==> config.mk <==
export PLATFORM = sky130hd
export DESIGN_NAME = fetchQueue
export DESIGN_NICKNAME = d
export VERILOG_FILES = /design/src/fetchQueue.sv
export SDC_FILE = /design/constraint.sdc
export NUM_CORES = 1
export LEC_CHECK = 0
export ABC_AREA = 1
export BUFFER_PORTS_ARGS = -buffer_cell sky130_fd_sc_hd__buf_2
export CORE_MARGIN = 2
export CORE_UTILIZATION = 61
export CTS_BUF_LIST = sky130_fd_sc_hd__clkbuf_4 sky130_fd_sc_hd__clkbuf_8 sky130_fd_sc_hd__clkbuf_16
export CTS_CLUSTER_DIAMETER = 80
export DETAILED_ROUTE_END_ITERATION = 8
export PLACE_DENSITY_LB_ADDON = 0.12
export SYNTH_ARGS = -nofsm -noshare
export SYNTH_HDL_FRONTEND = slang
export SYNTH_SLANG_ARGS = --single-unit
==> constraint.sdc <==
create_clock -name clk -period 3.93 [get_ports clk]
set_input_delay 0.1965 -clock clk [delete_from_list [all_inputs] [get_ports clk]]
set_output_delay 0.1965 -clock clk [all_outputs]
set_load 0.02 [all_outputs]
==> src/fetchQueue.sv <==
module fetchQueue #(
    parameter type entryT = logic [63:0],
    parameter int  DEPTH  = 4
) (
    input  logic                           clk,
    input  logic                           rst,
    input  logic                           enq,
    input  entryT                          enqEntry,
    input  logic                           hold,
    output logic                           outValid,
    output entryT                          outEntry,
    output logic [$clog2(DEPTH + 1) - 1:0] count
);

    localparam int PTR_W = (DEPTH > 1) ? $clog2(DEPTH) : 1;

    entryT buffer [DEPTH];

    logic [PTR_W-1:0] rdPtr;
    logic [PTR_W-1:0] wrPtr;
    logic pop;

    // Advance with wrap, depth need not be a power of two
    function automatic logic [PTR_W-1:0] nextPtr(input logic [PTR_W-1:0] ptr);
        logic [PTR_W-1:0] result;
        if (int'(ptr) == DEPTH - 1) begin
            result = '0;
        end else begin
            result = ptr + 1'b1;
        end
        return result;
    endfunction

    // Head goes out whenever the consumer is not holding
    assign outValid = (count != '0) && !hold;
    assign pop      = outValid;
    assign outEntry = buffer[rdPtr];

    // Pointers and occupancy
    always_ff @(posedge clk) begin
        if (rst) begin
            rdPtr <= '0;
            wrPtr <= '0;
            count <= '0;
        end else begin
            if (enq) begin
                wrPtr <= nextPtr(wrPtr);
            end
            if (pop) begin
                rdPtr <= nextPtr(rdPtr);
            end
            case ({enq, pop})
                2'b10:   count <= count + 1'b1;
                2'b01:   count <= count - 1'b1;
                default: count <= count;
            endcase
        end
    end

    // Storage
    always_ff @(posedge clk) begin
        if (enq) begin
            buffer[wrPtr] <= enqEntry;
        end
    end

    // The producer is expected to watch count and never push into a full queue
    noEnqWhenFull: assert property (
        @(posedge clk) disable iff (rst)
        enq |-> (int'(count) < DEPTH)
    ) else $error("fetchQueue: enqueue while full");

endmodule

# After elaboration in Yosys (flattened, before gate mapping)
# Memory sizes are Yosys's and may differ from the RTL's. A register that Yosys moved wholly into a read port is not among the register bits.
# Index checks and enable logic that the tools add are counted.
# W data, S select, Z words.
dict set report word_totals {
  ff_bits 7
  ramBits 256
  input_bits 68
  memories 1
}
dict set report op_classes {
  add_sub_neg 4
  eq_ne 4
  mux 7
  reduce_logical 4
}
# memory words width read_ports rd_clocked_by_memory_dff write_ports line_no
set memory_table {}
lappend memory_table {buffer 4 64 1 1 1 17} ;# entryT buffer [DEPTH];
# operator n
set op_table {}
lappend op_table {{$mux W2} 4}
lappend op_table {{$eq A2 B1 Y1 const B} 3}
lappend op_table {{$pmux W3 S2} 1}
lappend op_table {{$add A2 B1 Y2 const B} 2}
lappend op_table {{$add A3 B1 Y3 const B} 1}
lappend op_table {{$reduce_bool A3 Y1} 1}
lappend op_table {{$sub A3 B1 Y3 const B} 1}
lappend op_table {{$eq A2 B2 Y1 const B} 1}
lappend op_table {{$mux W1} 2}
lappend op_table {{$reduce_bool A2 Y1} 1}
lappend op_table {{$logic_and A1 B1 Y1} 1}
lappend op_table {{$logic_not A1 Y1} 1}

# Longest topological paths before layout
dict set report logic_depth {
  depth_word 4
  depth_mapped 11
  depth_no_buf 11
}

# Worst setup path after synthesis
# No wires, ideal clock.
dict set report synth_path {
  path_type {register to register}
  startpoint {register wrPtr[0]}
  endpoint {memory buffer[3][0] in the netlist's numbering, enable pin}
  setup_time_ns 0.418
  arrival_ns 1.834
  required_time_ns 3.512
  setup_slack_ns 1.678
  path_stages_with_launch 4
  path_buffers 0
  cell_sequence {dfxtp_1 -> ha_1 -> nand2_1 -> inv_1}
}
# item line_no
set synth_lines {}
lappend synth_lines {{from (decl)} 20} ;# logic [PTR_W-1:0] wrPtr;
lappend synth_lines {{from (signal assigned)} 47} ;# wrPtr <= nextPtr(wrPtr);
lappend synth_lines {{to (decl)} 17}
# No word-level cell before the write port.

==> run summary <==
Top cell family by delay on the critical path = buffers and inverters
Remaining antenna violation count = 0
DRC viols = 0
Setup CP Type = reg2out
Fin Clk Skew = 0.00794 ns
TritonCTS buffer count = 26
# clock sinks = 265
Met2 Track Usage GR = 0.409
Worst min path class = in2reg
Worst-margin pin slew = 1.22 ns
Final Max Tran Viols = 0
Setup TNS = 0 ns
CTS resizes = 0
Max-cap violations = 0
Met3 GRT Util = 0.0388
Largest cells by area after synthesis = edfxtp_1, nor2_1, o22ai_1
Register area share after synthesis = 0.788
Drt via density = 5.70
Slowest stage delay, CP = 0.78 ns
Status = completed
CTS H-Tree Depth = 1
Critical-path cell list = buf_4 -> o21ai_0 -> o22ai_1 -> buf_2
Nets = 955
Count leader, synth = edfxtp_1
CP endpoint kind = output pin
CP max FO = 95
Die Wd = 132 um
Post-Syn Instances = 683
Minimum clock period = 2.81 ns
Clock Tree Buf Depth = 3
Reg clk slew, reported paths = 0.06 ns
EDFF count, synth = 256
Crit path launch type = flip-flop
Avg Cell Area, Syn = 14.6 sq um
Synth Net Count = 758
Initial core utilization = 0.626
Post-CTS Hold Buffers = 65
PD cells = 610 mW/mm^2
Root Driver = clkbuf_16
Max Freq = 356 MHz
Final setup viols = 0
TritonCTS clock tree = yes
Crit share post-route = 0.715
Worst-Skew Late Latency = 0.51 ns
Met1 usage = 0.317
Total gr overflow = 0
Fin. Hold Viols = 0
I/O pins = 136
FP Rows = 46
Crit path buf inv count = 2
First-pass GRT wire length = 32,700 um
Yosys cell types = 23
Setup repair after global routing missed its margin = no
Via count = 6,363
Layout cell share with drive strength beyond 1 = 0.217
Final hold slack = 0.0646 ns
Area share of the largest cell type after synthesis = 0.770
First-pass detailed-route iteration total = 5
Worst EP required = 3.73 ns
# port buffers = 135
Gp weighted congestion = 0.756
Leakage Power = 4.42 nW
Top post-synthesis cells by count = edfxtp_1, nor2_1, o21ai_0, o22ai_1, o21ai_1
Synth Cell Area = 0.00998 sq mm
Setup Fix Bufs, Post-CTS = 0
Vias in the first global route = 6,490
Arrival time worst endpoint = 2.61 ns
Tot GR Track Use = 0.238
Drt first-iter violations = 477
Area growth syn-to-layout = 22.5%
Hpwl dp = 11,500 um
Worst vdd ir = 0.535 mV
Predominant post-synthesis flop cell = edfxtp_1
Final WL = 20,900 um
Die Ht = 132 um
Slowest stage cell, crit path = buf_4
Synth area leader = edfxtp_1
Die ar. = 0.0174 sq mm
Core box area = 0.0159 sq mm
Gr busiest metal = met2
Slew headroom = 0.182
Asr flop ratio synth = 0
Seq cells post-synth = 265
Routed wire length per instance = 18.7 um
Initial antenna violation count = 1
Syn. warnings = 0
Largest net degree at the start of global routing = 96
[layout by cell type, fill, tap and decap left out, types with 4 or more instances in the layout]
cell	n
edfxtp_1	256
buf_2	135
nor2_1	132
o21ai_0	75
dlygate4sd3_1	65
o22ai_1	64
o21ai_1	56
clkbuf_16	27
inv_1	13
nand2_1	10
buf_4	10
clkinv_1	7
dfxtp_1	7
a21oi_1	6
ha_1	6
clkbuf_4	6
inv_2	5
nand3_1	4
clkinv_2	4
[worst register-to-register path, cell delays in order (launching register included)]
cell	delay, ns
dfxtp_1	0.39
ha_1	0.20
nand2_1	0.07
inv_2	0.59
buf_4	0.58
[power by group]
group	internal (mW)	switching, mW	total (mW)
logic	0.542	1.21	1.75
registers	3.24	0.0629	3.31
clock network	1.43	0.976	2.41
[state kept, by name, summed over array words and instances, names as in the netlist, named ones only]
| register | count |
|---|---|
| count | 3 |
| rdPtr | 2 |
| wrPtr | 2 |
| buffer | 256 |
[per-stage QoR]
stage / setup WS, ns / total power, mW / util / cell area [sq um] / cells
finish: 1.12 / 7.47 / 0.767 / 12200 / 1117
global placement: 1.70 / 5.02 / 0.673 / 10700 / 1003
detailed placement: 1.66 / 5.06 / 0.673 / 10700 / 1003
floorplan: 1.68 / 4.54 / - / 9980 / 683
CTS: 1.10 / 7.50 / 0.767 / 12200 / 1116
global route: 0.914 / 7.76 / 0.767 / 12200 / 1117
[routing by layer]
layer	vias to the layer above	wire length [um]
met5	-	0
met4	0	481
met3	43	1350
met2	249	10400
met1	3110	8690
li1	2961	-
[cells by family (layout without fill, tap and decap cells)]
family          count (synthesis)  count (layout)  share of synthesized area
buf+inv                        60             277                     0.0357
compound gates                202             202                      0.109
simple gates                  149             149                     0.0572
other cells                     0               1                          0
fa+ha+maj                       7               7                    0.00953
flops                         265             265                      0.788
[cell type report]
cell class,instances,area [sq um]
Tap cell,216,270
Timing Repair Buffer,210,1400
Clock buffer,33,721
Inverter,19,73.8
Antenna cell,1,2.50
Fill cell,964,3710
Multi-Input combinational cell,358,1760
Clock inverter,15,130
Sequential cell,265,7870
[path summary, 6_finish.rpt]
check | from | end | slack, ns | cells after the start
setup reg to reg | wrPtr[0] | buffer[3][9] | 1.73 | 4
hold reg to reg | wrPtr[1] | wrPtr[1] | 0.54 | 2
hold / removal | enq | wrPtr[1] | 0.06 | 3
setup / recovery | flip-flop | outEntry[18] | 1.12 | 4
Note: power is estimated with default switching activity, not from simulation.
