[config.mk]
export PLATFORM = sky130hd
export DESIGN_NAME = branchPredecode
export DESIGN_NICKNAME = d
export VERILOG_FILES = /design/src/fetchPkg.sv /design/src/branchPredecode.sv
export VERILOG_INCLUDE_DIRS = /design/src /design/src/src
export SDC_FILE = /design/constraint.sdc
export NUM_CORES = 1
export LEC_CHECK = 0
export BUFFER_PORTS_ARGS = -buffer_cell sky130_fd_sc_hd__buf_4
export CORE_AREA = 2 2 65 67
export DETAILED_ROUTE_END_ITERATION = 16
export DIE_AREA = 0 0 67 69
export PLACE_DENSITY = 0.88
export SLEW_MARGIN = 20
export SYNTH_ARGS = -nofsm -noshare
export SYNTH_HDL_FRONTEND = slang
export SYNTH_SLANG_ARGS = --single-unit
[constraint.sdc]
create_clock -name vclk -period 8.1
set_input_delay 1.62 -clock vclk [all_inputs]
set_output_delay 1.62 -clock vclk [all_outputs]
set_load 0.03 [all_outputs]
[src/fetch_defines.svh]
`ifndef FETCH_DEFINES_SVH
`define FETCH_DEFINES_SVH

// Instruction and address width
`define FETCH_XLEN 32

// Instruction memory size in words
// Byte address bits above bit 1 index it, modulo the depth
`define IMEM_DEPTH 256

// Entries in the fetch queue
`define FETCH_QUEUE_DEPTH 4

// Occupancy counter width
// Wide enough to hold a completely full queue
`define FETCH_COUNT_W ($clog2(`FETCH_QUEUE_DEPTH + 1))

// First fetch address after reset
`define RESET_PC 32'h0000_0000

`endif

[src/fetchPkg.sv]
`include "fetch_defines.svh"

package fetchPkg;

    // Predecode result for one fetched word
    // Only plain words reach the instruction queue
    typedef enum logic [1:0] {
        CLS_PLAIN  = 2'b00,
        CLS_BRANCH = 2'b01,
        CLS_NOP    = 2'b10
    } instrClass_t;

    // Queue payload, the instruction word tagged with its own address
    typedef struct packed {
        logic [`FETCH_XLEN-1:0] pc;
        logic [`FETCH_XLEN-1:0] instr;
    } fetchEntry_t;

endpackage

[src/branchPredecode.sv]
`include "fetch_defines.svh"

module branchPredecode (
    input  logic [`FETCH_XLEN-1:0] instr,
    input  logic [`FETCH_XLEN-1:0] pc,
    output fetchPkg::instrClass_t  instrClass,
    output logic [`FETCH_XLEN-1:0] branchTarget
);

    // Major opcode field and sub-opcode used for B and NOP
    logic [1:0] majorOp;
    logic [3:0] subOp;

    // Branch displacement in words
    logic [15:0] imm16;
    logic [`FETCH_XLEN-1:0] byteOffset;

    assign majorOp = instr[31:30];
    assign subOp   = instr[28:25];
    assign imm16   = instr[15:0];

    // Sign extend and scale to bytes
    assign byteOffset = {{(`FETCH_XLEN - 18){imm16[15]}}, imm16, 2'b00};

    // Relative to the word after the branch
    assign branchTarget = pc + `FETCH_XLEN'(4) + byteOffset;

    always_comb begin
        instrClass = fetchPkg::CLS_PLAIN;
        if (majorOp == 2'b11) begin
            case (subOp)
                4'b0000: instrClass = fetchPkg::CLS_BRANCH;
                4'b0010: instrClass = fetchPkg::CLS_NOP;
                default: instrClass = fetchPkg::CLS_PLAIN;
            endcase
        end
    end

endmodule

=== Yosys cells after proc, flatten, opt, wreduce, memory -nomap -nowiden ===
Index checks and enable logic that the tools add are counted.

* Add/sub/neg operators: 2
* Eq/ne operators: 2
* Multiplexer cells: 2
* Reductions and logical operators: 1

{| class="wikitable"
|+ Operator list
! kind !! number
|-
| $add 32x3->32 const B || 1
|-
| $add 32x32->32 || 1
|-
| $eq 4x2->1 const B || 1
|-
| $logic_not 4->1 || 1
|-
| $pmux 2 s2 || 1
|-
| $eq 2x2->1 const B || 1
|-
| $mux 2 || 1
|}

* Register bits: 0
* Input port bits: 64

=== Depth between registers and ports, before layout ===
* Depth after elaboration: 3
* Gate-level depth with buffers: 12
* Gate-level depth less buffers: 12

=== Least setup slack after synthesis ===
Ideal clock, no wire load.

* Path type: input port to output port
* Start: input port instr[1]
* End: output port branchTarget[27]
* Arrival time: 4038 ps
* Data required time: 6480 ps
* Setup slack: 2442 ps
* Stages on the path: 10
* Cells stage by stage: ha_1 ha_1 fa_1 a21o_1 a21oi_2 o211ai_2 a41oi_2 o31a_1 o21ai_1 xor2_1

* Word-level cells in the longest chain between the ends: 1

{| class="wikitable"
|+ Ends and longest elaborated chain
! item !! RTL line !! text
|-
| start: declaration || branchPredecode.sv:4 || <nowiki>input logic [`FETCH_XLEN-1:0] instr,</nowiki>
|-
| $add 32x32->32 || branchPredecode.sv:26 || <nowiki>assign branchTarget = pc + `FETCH_XLEN'(4) + byteOffset;</nowiki>
|-
| end: declaration || branchPredecode.sv:7 || <nowiki>output logic [`FETCH_XLEN-1:0] branchTarget</nowiki>
|}

No other way between the ends.

=== Worst setup path after layout ===
* Start: input port instr[1]
* End: output port branchTarget[25]

Same word-level chain as after synthesis.

==> impl_metrics.json <==
{
  "final_hold_viol_count": 0,
  "first_global_vias": 2145,
  "pwr-share-comb_pct": 100.0,
  "fill_cells": 360,
  "period_minus_slack_ns": 6.04,
  "chipWidth_microns": 67,
  "max_freq_mhz": 165,
  "worst_pin_slew_ns": 0.426,
  "area_growth_pct": 32.1,
  "place_area_sq_um": 2660,
  "port_buffers": 84,
  "cpPeakStageDelay_ns": 0.46,
  "final_common_cell": "buf_4",
  "dp_hpwl_microns": 4410,
  "max-cap-violations": 0,
  "crit_fanout": 3,
  "synth_compound_area_share_pct": 28.6,
  "netlist_area_sq_um": 2010,
  "multi_input_area_sq_um": 1930,
  "synthCells": 263,
  "fin_nets": 461,
  "wl_microns": 5040,
  "fin_area_sq_um": 2660,
  "final_antenna_net_count": 0,
  "p_clk_share_pct": 0,
  "rsz0062_at_grt": "no",
  "slew_viol_final": 0,
  "cts.repair.resized": 0,
  "detail_route.wl_per_cell_microns": 13.0,
  "p_sw_mw": 0.216,
  "finalNonFillerCells": 387,
  "p_sw_share_pct": 59.2,
  "n_antenna_cell": 0,
  "seq_area_sq_um": 0,
  "gp_congestion": 0.831,
  "core_sq_um": 3910,
  "synth_fp_nets": 385,
  "grt_use_total_pct": 22.1,
  "powerDensity_nw_per_um2": 137,
  "synth.top_cell.area_share_pct": 35.5,
  "synth_top_cell_by_area": "ha_1",
  "internal_power_mw": 0.149,
  "slew_headroom_pct": 70.8,
  "syn_avg_cell_area_sq_um": 7.64,
  "crit_type": "in2out",
  "status": "finished clean",
  "pre_cts_slack_ns": 2.15,
  "critical-path-slowest-cell": "a2111oi_0",
  "fin_crit_sh_pct": 74.6,
  "grt_pass1_wl_microns": 8760,
  "synth_area_leaders": "ha_1 (35%), xnor2_1 (8.3%), a21o_1 (7.1%), a21oi_1 (6.7%), nor2_1 (3.5%)",
  "critPathBufInv": 2,
  "cts_hold_buf": 0,
  "yosys.cell_types.count": 49,
  "nFlopsAndLatches": 0,
  "finalPower_mw": 0.365,
  "ys_seq_area_share_pct": 0,
  "drc": 0,
  "rows": 23,
  "viasPerCell": 5.69,
  "synthAdderAreaFrac_pct": 36.5,
  "dp.cells": 387,
  "cp_data_required_time_ns": 6.48,
  "die-area_sq_um": 4620,
  "finalWorstSetupSlack_ns": 2.06,
  "initial_core_util_pct": 51.3,
  "synth_mux_area_share_pct": 0.996,
  "setup_viol": 0,
  "die_h_microns": 69,
  "pwr-share-seq_pct": 0,
  "yosys_warnings": 0,
  "nClkBuffers": 0,
  "cp_cell_sequence": "buf_4 > ha_1 > ha_1 > fa_1 > a21o_1 > a21oi_2 > o211ai_2 > a31o_2 > a21o_1 > a2111oi_0 > nor2_1 > buf_4",
  "critPathTopFamily": "compound AO/OA/AOI/OAI gates",
  "vias": 2203,
  "antenna_found_initial": 0,
  "firstDrtPassIters": 4,
  "critPathCaptureType": "output port",
  "final_cell_mix": "buf_4 (84), ha_1 (57), a21oi_1 (27)",
  "ir_drop_v": 0.0000785,
  "synth-xor-area-share_pct": 11.8,
  "drt_iter0_markers": 92,
  "post-cts-setup-buffer-count": 0,
  "hold_class": "in2out",
  "drive_gt1_share_pct": 28.5,
  "grt_overflow_total": 0,
  "cp-start-kind": "input port",
  "synth_top_family_by_area": "adder cells",
  "yosys.area_share.simple_pct": 18.1,
  "grt_max_degree": 16,
  "tns_ns": 0,
  "p_leak_nw": 1.43,
  "arrival_ns": 4.42,
  "io_pins": 98
}
[kinds of logic after synthesis]
family,count (synthesis)
multiplexers,2
AND/OR/NAND/NOR,72
XOR/XNOR,27
AO/OA/AOI/OAI,85
adder cells (fa/ha/maj),58
buffers and inverters,19
[cell usage after synthesis (all sizes together), types with 3 or more instances]
cell / number
nand3: 4
nand2: 18
nor3: 4
xor2: 8
xnor2: 19
o211ai: 3
and3: 3
a221oi: 3
nor2b: 3
buf: 3
nor2: 19
o21ai: 14
a21o: 20
a21oi: 30
ha: 57
nand4: 8
clkbuf: 7
and2: 3
inv: 9
[layout make-up]
class,instances,area share (%)
well taps,50,2.36
inverters,9,1.27
repair buffers,84,23.8
multi-input cells,244,72.6
[through the flow]
step,hold WS (ns),utilization [%]
2_1_floorplan,3.35,-
3_3_place_gp,3.24,67.8
3_5_place_dp,3.24,67.8
4_1_cts,3.24,67.8
5_1_grt,3.24,67.8
6_report,3.24,67.8
[final timing paths]
| check | from | to | slack (ns) | cells after the start |
|---|---|---|---|---|
| setup / recovery | instr[1] | branchTarget[25] | 2.06 | 12 |
| hold / removal | pc[1] | branchTarget[1] | 3.24 | 0 |
[power groups by stage]
stage               combinational [mW]  sequential (mW)  clock [mW]
finish                           0.365                0           0
global route                     0.395                0           0
CTS                              0.366                0           0
detailed placement               0.364                0           0
global placement                 0.358                0           0
floorplan                        0.250                0           0
[metal layers]
layer / vias to the layer above / wire, microns / track usage, % / part of all wire [%]
met1: 993 / 2100 / 27.4 / 42
met4: 0 / 0 / 0 / 0
li1: 1131 / - / - / -
met2: 79 / 2530 / 42.0 / 50
met3: 0 / 410 / 2.61 / 8.1
met5: - / 0 / 0 / 0
No activity file was read; power rests on OpenSTA's default activity.
