[config.mk]
export PLATFORM = sky130hd
export DESIGN_NAME = fetchUnit
export DESIGN_NICKNAME = d
export VERILOG_FILES = /design/src/fetchPkg.sv /design/src/fetchUnit.sv
export VERILOG_INCLUDE_DIRS = /design/src /design/src/src
export SDC_FILE = /design/constraint.sdc
export NUM_CORES = 1
export LEC_CHECK = 0
export ABC_AREA = 1
export CAP_MARGIN = 5
export CORE_MARGIN = 3
export CORE_UTILIZATION = 50
export CTS_CLUSTER_DIAMETER = 80
export DETAILED_ROUTE_END_ITERATION = 8
export DONT_BUFFER_PORTS = 1
export PLACE_DENSITY = 0.78
export SLEW_MARGIN = 10
export SYNTH_ARGS = -nofsm -noshare
export SYNTH_HDL_FRONTEND = slang
export SYNTH_SLANG_ARGS = --single-unit
[constraint.sdc]
create_clock -name clk -period 1.6 [get_ports clk]
set_clock_uncertainty 0.1 [all_clocks]
set_input_delay 0.16 -clock clk [delete_from_list [all_inputs] [get_ports clk]]
set_output_delay 0.16 -clock clk [all_outputs]
set_load 0.02 [all_outputs]
[src/fetch_defines.svh]
`ifndef FETCH_DEFINES_SVH
`define FETCH_DEFINES_SVH

// Instruction and address width
`define FETCH_XLEN 32

// Instruction memory size in words
// Byte address bits above bit 1 index it, modulo the depth
`define IMEM_DEPTH 256

// Entries in the fetch queue
`define FETCH_QUEUE_DEPTH 4

// Occupancy counter width
// Wide enough to hold a completely full queue
`define FETCH_COUNT_W ($clog2(`FETCH_QUEUE_DEPTH + 1))

// First fetch address after reset
`define RESET_PC 32'h0000_0000

`endif

[src/fetchPkg.sv]
`include "fetch_defines.svh"

package fetchPkg;

    // Predecode result for one fetched word
    // Only plain words reach the instruction queue
    typedef enum logic [1:0] {
        CLS_PLAIN  = 2'b00,
        CLS_BRANCH = 2'b01,
        CLS_NOP    = 2'b10
    } instrClass_t;

    // Queue payload, the instruction word tagged with its own address
    typedef struct packed {
        logic [`FETCH_XLEN-1:0] pc;
        logic [`FETCH_XLEN-1:0] instr;
    } fetchEntry_t;

endpackage

[src/fetchUnit.sv]
`include "fetch_defines.svh"

module fetchUnit (
    input  logic                      clk,
    input  logic                      rst,
    output logic [`FETCH_XLEN-1:0]    memAddr,
    output logic                      memRe,
    input  logic [`FETCH_XLEN-1:0]    memData,
    input  logic [`FETCH_COUNT_W-1:0] count,
    input  fetchPkg::instrClass_t     instrClass,
    input  logic [`FETCH_XLEN-1:0]    branchTarget,
    output logic [`FETCH_XLEN-1:0]    predecodeInstr,
    output logic [`FETCH_XLEN-1:0]    predecodePc,
    output logic                      enq,
    output fetchPkg::fetchEntry_t     enqEntry
);

    typedef enum logic {
        S_IDLE,
        S_RUN
    } state_t;

    state_t state;

    // Address of the next read to issue
    logic [`FETCH_XLEN-1:0] issuePc;

    // A read was issued last cycle and its word is on memData now
    logic inFlight;
    logic [`FETCH_XLEN-1:0] inFlightPc;

    // The word returning now is a wrong-path sequential fetch
    logic squash;

    logic liveReturn;
    logic redirect;

    // Keep one slot free for the word already in flight
    assign memRe   = (state == S_RUN) && (int'(count) < `FETCH_QUEUE_DEPTH - 1);
    assign memAddr = issuePc;

    // Predecoder looks at whatever comes back this cycle
    assign predecodeInstr = memData;
    assign predecodePc    = inFlightPc;

    assign liveReturn = inFlight && !squash;
    assign redirect   = liveReturn && (instrClass == fetchPkg::CLS_BRANCH);

    // NOPs and branches die here
    assign enq = liveReturn && (instrClass == fetchPkg::CLS_PLAIN);

    assign enqEntry.pc    = inFlightPc;
    assign enqEntry.instr = memData;

    // Sequencer control state
    always_ff @(posedge clk) begin
        if (rst) begin
            state    <= S_IDLE;
            issuePc  <= `RESET_PC;
            inFlight <= 1'b0;
            squash   <= 1'b0;
        end else begin
            // One idle cycle out of reset, then fetch continuously
            if (state == S_IDLE) begin
                state <= S_RUN;
            end

            inFlight <= memRe;

            // The read issued alongside a taken branch is the sequential word
            squash <= redirect && memRe;

            if (redirect) begin
                issuePc <= branchTarget;
            end else if (memRe) begin
                issuePc <= issuePc + `FETCH_XLEN'(4);
            end
        end
    end

    // Tag for the returning word
    always_ff @(posedge clk) begin
        if (memRe) begin
            inFlightPc <= issuePc;
        end
    end

    // Issue throttling must keep the queue from ever overflowing
    enqBelowFull: assert property (
        @(posedge clk) disable iff (rst)
        enq |-> (int'(count) != `FETCH_QUEUE_DEPTH)
    ) else $error("fetchUnit: enqueue while queue is full");

    // Taken branches must land on a word boundary
    redirectAligned: assert property (
        @(posedge clk) disable iff (rst)
        redirect |=> (issuePc[1:0] == 2'b00)
    ) else $error("fetchUnit: redirect to unaligned address %h", issuePc);

endmodule

* Yosys cells after proc, flatten, opt, wreduce, memory -nomap -nowiden
Cells that the tools add are included.
** Word-level totals
- Register bits :: 67
- Word-level logic and storage cells :: 19
- Memory bits (read-only) :: 0
- Latch bits :: 0
- Memories :: 0
- Memory bits (writable) :: 0
** Cells by class
- Divide/modulo/power cells :: 0
- Reduce and logical (&&, ||, !) cells :: 8
- Multipliers :: 0
- Add/subtract/negate cells :: 1
- Muxes and demuxes :: 3
- Shifts and indexed selects :: 0
- Magnitude comparators :: 1
- Equal/unequal tests :: 1
- Bitwise operators :: 0
** Operators by type and width (count)
- $mux 32 :: 2
- $add 32x3->32 const B :: 1
- $logic_and 1x1->1 :: 5
- $lt 3x2->1 const B :: 1
- $eq 2x1->1 const B :: 1
- $logic_not 2->1 :: 1
- $reduce_bool 2->1 :: 1
- $logic_not 1->1 :: 1
- $mux 1 :: 1

* Logic depth before layout (Yosys ltp)
Gate-level depths: netlist of the first run.
- Depth after elaboration :: 4
- Mapped depth :: 10

* Worst setup path before layout of the first run
No wires, ideal clock.
- Kind :: register to register
- Start :: register issuePc[2] (netlist: memAddr[2])
- End :: register issuePc[18] (netlist: memAddr[18])
- Period minus slack after synthesis :: 1713 ps
- Arrival :: 1503 ps
- Stages on the path, launching flop included :: 11
- Setup slack :: -113 ps
- Path buffers :: 0
- Cell sequence :: dfxtp_1 -> ha_1 -> nand2_1 -> nor2_4 -> nand2_2 -> nor2_4 -> nand2_1 -> nand3_1 -> nand3_1 -> nand2_1 -> inv_1
** Between the ends
- Longest elaborated chain between the ends :: 3
** Ends and longest elaborated chain
- start, declared :: line fetchUnit.sv:26 : logic [`FETCH_XLEN-1:0] issuePc;
- start signal, assigned :: line fetchUnit.sv:59 : issuePc <= `RESET_PC;
- start signal, assigned :: line fetchUnit.sv:74 : issuePc <= branchTarget;
- start signal, assigned :: line fetchUnit.sv:76 : issuePc <= issuePc + `FETCH_XLEN'(4);
- $add 32x3->32 :: line fetchUnit.sv:76
- $mux 32 :: line fetchUnit.sv:75 : end else if (memRe) begin
- $mux 32 :: line fetchUnit.sv:73 : if (redirect) begin
Every way passes these cells. The select of a mux whose other input is x is not followed.
A chain may end at the register's enable or synchronous reset.

* Worst setup path after layout of the first run
- Start :: register issuePc[3] (netlist: memAddr[3])
- End :: register issuePc[26] (netlist: memAddr[26])
Same word-level chain as after synthesis.

==> results of run 1 <==
## per-stage QoR
step | instance area (um^2) | setup TNS [ns] | setup WS (ns)
finish | 4460 | -0.0340 | -0.0258
global route | 4460 | -1.00 | -0.101
CTS | 4310 | 0 | 0.00455
detailed placement | 3830 | -0.0701 | -0.0301
global placement | 3830 | 0 | 0.0350
floorplan | 4150 | 0 | 0.00868
## flip-flops by register name, indices dropped and copies added (netlist names)
signal       cells
squash           1
predecodePc     32
memAddr         32
state            1
inFlight         1
## cell families after synthesis
logic type | Yosys count | share of synthesized area [%]
compound gates | 52 | 7.46
fa+ha+maj | 1 | 0.302
buf+inv | 161 | 23.6
flops | 67 | 40.1
simple gates | 257 | 28.5
## per-layer routing
layer,vias to the layer above,GRT usage [%]
li1,1574,-
met4,0,14.4
met1,1552,27.7
met2,226,40.1
met3,48,7.64
met5,-,0
## Yosys cell counts, drive strengths merged
cell type  number  area, um^2
nand2         137         549
nor3            4        30.0
o22ai           1        6.26
o21a            1        7.51
a211oi          2        15.0
o21bai          2        15.0
edfxtp         32         961
clkinv          1        3.75
nand3          49         245
buf           106         773
clkbuf          5        18.8
nand3b          2        15.0
and2            1        6.26
nand4           2        12.5
nor2           61         315
o211ai          6        45.0
dfxtp          35         701
inv            49         184
nor4            1        6.26
o21ai          17        85.1
ha              1        12.5
a31oi           7        43.8
a21oi          16        91.3
## tightest hold or removal path, cell delays in order
cell	delay [ns]
sky130_fd_sc_hd__o21ai_0	0.06
sky130_fd_sc_hd__inv_1	0.05
sky130_fd_sc_hd__nand2_1	0.04
sky130_fd_sc_hd__a21oi_1	0.10
## area by class of cell
cell class	instances	share of cell area, %
clock buffer	13	3.34
clock inverter	3	0.308
inverter	50	4.26
multi-input combinational	310	36.4
sequential	67	37.6
tap	102	2.86
timing repair buffer	71	15.3
## power by group through the flow
stage	registers (mW)	logic [mW]	clock network, mW
2_1_floorplan	1.95	0.418	0
3_3_place_gp	1.98	0.166	0
3_5_place_dp	1.99	0.170	0
4_1_cts	1.95	0.253	1.26
5_1_grt	1.95	0.284	1.33
6_report	1.95	0.265	1.24
## path summary, 6_finish.rpt
path	startpoint	end	slack (ns)
hold reg to reg	memAddr[8]	predecodePc[8]	0.41
hold / removal	branchTarget[28]	memAddr[28]	0.001
setup / recovery	memAddr[3]	memAddr[26]	-0.03
setup reg to reg	memAddr[3]	memAddr[26]	-0.03
## timing repair
action | in CTS | in global routing
resized for setup | 9 | 37
endpoints found under the setup margin | 9 | 26
hold buffers | 22 | 0
hold endpoints to repair | 35 | 0
buffers inserted | 2 | 6
cloned | 1 | 0
pin swaps | 5 | 13
==> metrics.md, run 1 <==
| Metric | Value |
|---|---|
| Run status | `finished with violations` |
| Violated checks | `negative setup slack` |
| CP max FO | `6` |
| Path class of the lowest-slack min-delay path | `input pin to flop` |
| Critical Path End Type | `flop` |
| Flop pwr share | `a little under three fifths` |
| Sum of net half-perimeters after detailed placement | `8.37 mm` |
| Met1 Wirelength | `between 4 and 5 mm` |
| Psw | `0.901 mW` |
| First-pass GRT wire length | `18.4 mm` |
| Endpoint required time on the critical path | `1.74 ns` |
| Pwr Density | `772 nW/um^2` |
| Average wire per cell in the routed design | `19.2 um` |
| Average instance area after synthesis | `7.70 um^2` |
| Final hold slack | `0.00101 ns` |
| Worst slew margin relative to its limit | `70.4%` |
| LEAKAGE | `approximately 1.8 nW` |
| Final antenna diode count | `0` |
| Portion of the post-synthesis area used by sequential elements | `40.1%` |
| Net count, final | `581` |
| Setup violators final | `2` |
| TritonCTS Buffers | `9` |
| Clock latency on the worst-skew pair | `about 0.35 ns` |
| Number of maximum-capacitance violations | `0` |
| Share of power burned in the clock network | `35.9%` |
| Antenna violations before repair | `0` |
| Ordered list of cells on the worst path | `ha_4, nand2_4, nor2_4, nand2_4, nor2_4, nand2_1, nand2_1, nand3_1, nand2_1, a21oi_2` |
| X dimension of the die | `97.0 um` |
| Worst EP arrival | `~1.8 ns` |
| Area growth from synthesis to final layout | `7.73%` |
| Ratio of final minimum period to clock period | `102%` |
| Cell repeated most along the worst path | `sky130_fd_sc_hd__nand2_1` |
| Deepest clock path buffer count | `2` |
| Crit path setup slack, layout | `-0.0258 ns` |
| Total stage count of the critical path | `10` |
| Clock transition at the registers of the reported paths | `0.07 ns` |
| Switching Share | `26.1%` |
| Worst setup SP type | `flop` |
| Top routing layer used | `met4` |
| Full die area | `9410 um^2` |
| Total design power | `3.45 mW` |
| Slowest-stage cell, CP | `sky130_fd_sc_hd__dfxtp_4` |
| Aggregate global-route resource usage | `24.4%` |
| Input/output buffers | `0` |
| Fillers | `672` |
| Most frequent standard cell in the layout excluding fill and tap cells | `sky130_fd_sc_hd__nand2_1` |
| Gate count after technology mapping | `around 540` |
| Area occupied by multi-input gates | `1620 um^2` |
| Avg Vias per Cell | `roughly 5.5` |
| Post-Layout Cell Count | `approximately 600` |
| WL met3 | `between 1 and 1.5 mm` |
| #FFs+latches synth | `67` |
| CTS root buffer | `sky130_fd_sc_hd__clkbuf_8` |
| Total met2 wirelength after detailed routing | `5.73 mm` |
| Part of the power in combinational logic | `under 10%` |
| Weighted congestion reported at the end of routability-driven placement | `0.896` |
| Most frequent cells in the layout | `119 x sky130_fd_sc_hd__nand2_1, 48 x sky130_fd_sc_hd__nand3_1, 44 x sky130_fd_sc_hd__inv_1` |
| Combined area of all synthesized cells | `around 4100 um^2` |
| Total buffers and inverters traversed by the critical path | `0` |
| Layout cell share with drive strength beyond 1 | `25.3%` |
| Worst Setup Path Type | `flop to flop` |
| Max H-tree Level | `3` |
| Die Ht | `97.0 um` |
| Number of stages on the worst hold path | `4` |
| Area of all sequential standard cells | `1680 um^2` |
| Total count of hold-check failures in the final report | `0` |
| Final core area utilization | `56.6%` |
| FP Rows | `32` |
| Fin crit period | `1.63 ns` |
| Family with the most delay on the worst path | `simple AND/OR/NAND/NOR gates` |
| TritonCTS clock tree | `done` |
| Warnings, synthesis | `0` |
| Cells on worst reg2reg path | `10` |
| Vias in the first global route | `3436` |
| Sum of overflow across all layers after global routing | `0` |
| RSZ-0062 raised after global routing | `true` |
| Max Clk Rate | `615 MHz` |
| Internal Pwr Total | `2.55 mW` |
| Max-slew violation count | `0` |
| Peak supply drop | `between 0.0003 and 0.0004 V` |
| Unique masters post-synth | `32` |
| Worst-Margin Slew | `0.445 ns` |
| Placeable core region | `7890 um^2` |
| Number of nets with antenna violations after detailed routing | `0` |
| Total via count after detailed routing | `3400` |
| CP max stage delay | `roughly 0.37 ns` |
| Pin count of the biggest net entering global routing | `28` |
| Initial Util | `between 50% and 60%` |
| Number of nets in the synthesized netlist | `610` |
| Dpl cells | `569` |
| Number of violations reported at the end of detailed-routing iteration 0 | `280` |
| Top-level port count | `233` |
| Clock net sink count | `67` |
| DRT Wirelength | `11.8 mm` |
| First-pass iteration count of the detailed router | `5` |
| Drt drc | `0` |
No activity file was read; power rests on OpenSTA's default activity.
==> inputs of run 2 (changes only) <==
- CORE_ASPECT_RATIO: default -> 0.5
==> run 2 against run 1 <==
Net effect:
- the flow finishes with violations (negative hold slack, negative setup slack)
- flip-flop and latch count is the same
- cell area grew 3.2%
- critical endpoint is now memAddr[18]
- critical path depth shrank 1
- global-route usage shrank 1.1 points
- largest cell class unchanged
- sequential power is essentially flat
- core utilization grew 3.4 points
==> metrics.md, run 2 (same netlist as run 1, synthesis figures left out) <==
| Metric | Value |
|---|---|
| Number of stages on the worst hold path | `3` |
| Aggregate global-route resource usage | `about a quarter` |
| Cells on worst reg2reg path | `9` |
| Internal Pwr Total | `3.30 mW` |
| LEAKAGE | `1.82 nW` |
| Clock transition at the registers of the reported paths | `0.06 ns` |
| Area growth from synthesis to final layout | `11.2%` |
| Pin count of the biggest net entering global routing | `33` |
| Pwr Density | `934 nW/um^2` |
| Die Ht | `70.4 um` |
| Drt drc | `0` |
| Peak supply drop | `0.000535 V` |
| Area occupied by multi-input gates | `1610 um^2` |
| Worst-Margin Slew | `0.452 ns` |
| Max H-tree Level | `3` |
| CP max FO | `5` |
| Violated checks | `negative hold slack, negative setup slack` |
| TritonCTS clock tree | `done` |
| Total design power | `between 4 and 5 mW` |
| Avg Vias per Cell | `5.61` |
| Sum of net half-perimeters after detailed placement | `around 8.4 mm` |
| Final antenna diode count | `0` |
| CTS root buffer | `sky130_fd_sc_hd__clkbuf_16` |
| Critical Path End Type | `flop` |
| Clock latency on the worst-skew pair | `0.33 ns` |
| Antenna violations before repair | `0` |
| Worst slew margin relative to its limit | `69.9%` |
| Flop pwr share | `45.4%` |
| X dimension of the die | `around 130 um` |
| First-pass GRT wire length | `~17 mm` |
| Worst setup SP type | `flop` |
| Total count of hold-check failures in the final report | `3` |
| Ratio of final minimum period to clock period | `106%` |
| Deepest clock path buffer count | `2` |
| Run status | `finished with violations` |
| RSZ-0062 raised after global routing | `true` |
| Max-slew violation count | `0` |
| Initial Util | `53.9%` |
| Area of all sequential standard cells | `1690 um^2` |
| Final sum of negative setup slack | `-0.150 ns` |
| Most frequent standard cell in the layout excluding fill and tap cells | `sky130_fd_sc_hd__nand2_1` |
| Crit path setup slack, layout | `-0.0973 ns` |
| Setup violators final | `4` |
| Sum of overflow across all layers after global routing | `0` |
| Top-level port count | `233` |
| Path class of the lowest-slack min-delay path | `input pin to flop` |
| Worst reg-to-reg setup slack | `-0.1 ns` |
| DRT Wirelength | `between 10 and 15 mm` |
| Placeable core region | `roughly 7700 um^2` |
| Number of nets with antenna violations after detailed routing | `0` |
| Worst EP arrival | `1.87 ns` |
| TritonCTS Buffers | `9` |
| Fillers | `582` |
| Input/output buffers | `0` |
| Switching Share | `a little under a quarter` |
| Total via count after detailed routing | `3508` |
| Clock net sink count | `67` |
| Worst slack after detailed placement | `between 0.01 and 0.015 ns` |
| Most frequent cells in the layout | `121 x sky130_fd_sc_hd__nand2_1, 49 x sky130_fd_sc_hd__buf_4, 47 x sky130_fd_sc_hd__nand3_1` |
| Share of power burned in the clock network | `between 40% and 50%` |
| First-pass iteration count of the detailed router | `6` |
| FP Rows | `22` |
| Net count, final | `584` |
| Max Clk Rate | `589 MHz` |
| Psw | `1.01 mW` |
| Full die area | `9480 um^2` |
| Number of maximum-capacitance violations | `0` |
| Endpoint required time on the critical path | `~1.8 ns` |
| Final hold slack | `-0.0265 ns` |
| Average wire per cell in the routed design | `19.6 um` |
| Worst Setup Path Type | `flop to flop` |
| Part of the power in combinational logic | `5.8%` |
| Fin crit period | `1.70 ns` |
| Layout cell share with drive strength beyond 1 | `27.1%` |
| Vias in the first global route | `3059` |
| Number of violations reported at the end of detailed-routing iteration 0 | `324` |
| Weighted congestion reported at the end of routability-driven placement | `0.880` |
## run 2: cell types whose count changed in the layout (fill, tap and decap cells not counted), sizes merged
cell         before  now
buf              49   55
bufbuf            1    0
bufinv            0    2
clkbuf           13   10
clkinvlp          0    2
dlygate4sd3      21   18
## run 2: worst max-delay path, stage by stage, from the launching register on
cell and delay [ns]:
sky130_fd_sc_hd__dfxtp_4 0.37, sky130_fd_sc_hd__ha_4 0.15, sky130_fd_sc_hd__nand2_4 0.06, sky130_fd_sc_hd__nor2_4 0.21
sky130_fd_sc_hd__nand2_1 0.15, sky130_fd_sc_hd__nor3_2 0.23, sky130_fd_sc_hd__nand3_1 0.13, sky130_fd_sc_hd__nand3_1 0.10
sky130_fd_sc_hd__nand2_1 0.07, sky130_fd_sc_hd__inv_1 0.07
## run 2: repair_timing
item,CTS,global route
hold buffers,10,10
hold endpoints to repair,34,25
endpoints found under the setup margin,3,22
gates cloned,0,1
pin swaps,4,12
resized for setup,4,40
setup buffers,3,6
## run 2: power by group through the flow
stage | registers [mW] | clock network (mW) | logic [mW]
global route | 1.96 | 2.20 | 0.269
floorplan | 1.95 | 0 | 0.418
CTS | 1.96 | 2.10 | 0.194
finish | 1.95 | 2.10 | 0.251
detailed placement | 1.99 | 0 | 0.170
global placement | 1.99 | 0 | 0.169
## run 2: worst paths after layout
kind | from | endpoint
min reg2reg | memAddr[14] | predecodePc[14]
min | branchTarget[13] | memAddr[13]
max reg2reg | memAddr[3] | memAddr[18]
max | memAddr[3] | memAddr[18]
## run 2: metrics by stage
| stage | utilization, % | cells | instance area, um^2 |
|---|---|---|---|
| after global routing | 60.0 | 625 | 4610 |
| after floorplan | - | 538 | 4150 |
| final | 60.0 | 625 | 4610 |
| after CTS | 56.2 | 609 | 4310 |
| after detailed placement | 50.3 | 580 | 3860 |
| after global placement | 50.3 | 580 | 3860 |
## run 2: metal layers
layer,vias up,wire [um],GRT usage [%]
li1,1583,-,-
met1,1618,4350,27.9
met2,270,5890,36.3
met3,37,1820,11.7
met4,0,223,8.24
met5,-,0,0
## run 2: layout make-up
cell class	instances	area share [%]
sequential	67	36.6
multi-input combinational	310	34.8
timing repair buffer	74	14.7
clock buffer	9	4.89
inverter	50	4.07
tap	108	2.93
clock inverter	7	2.01
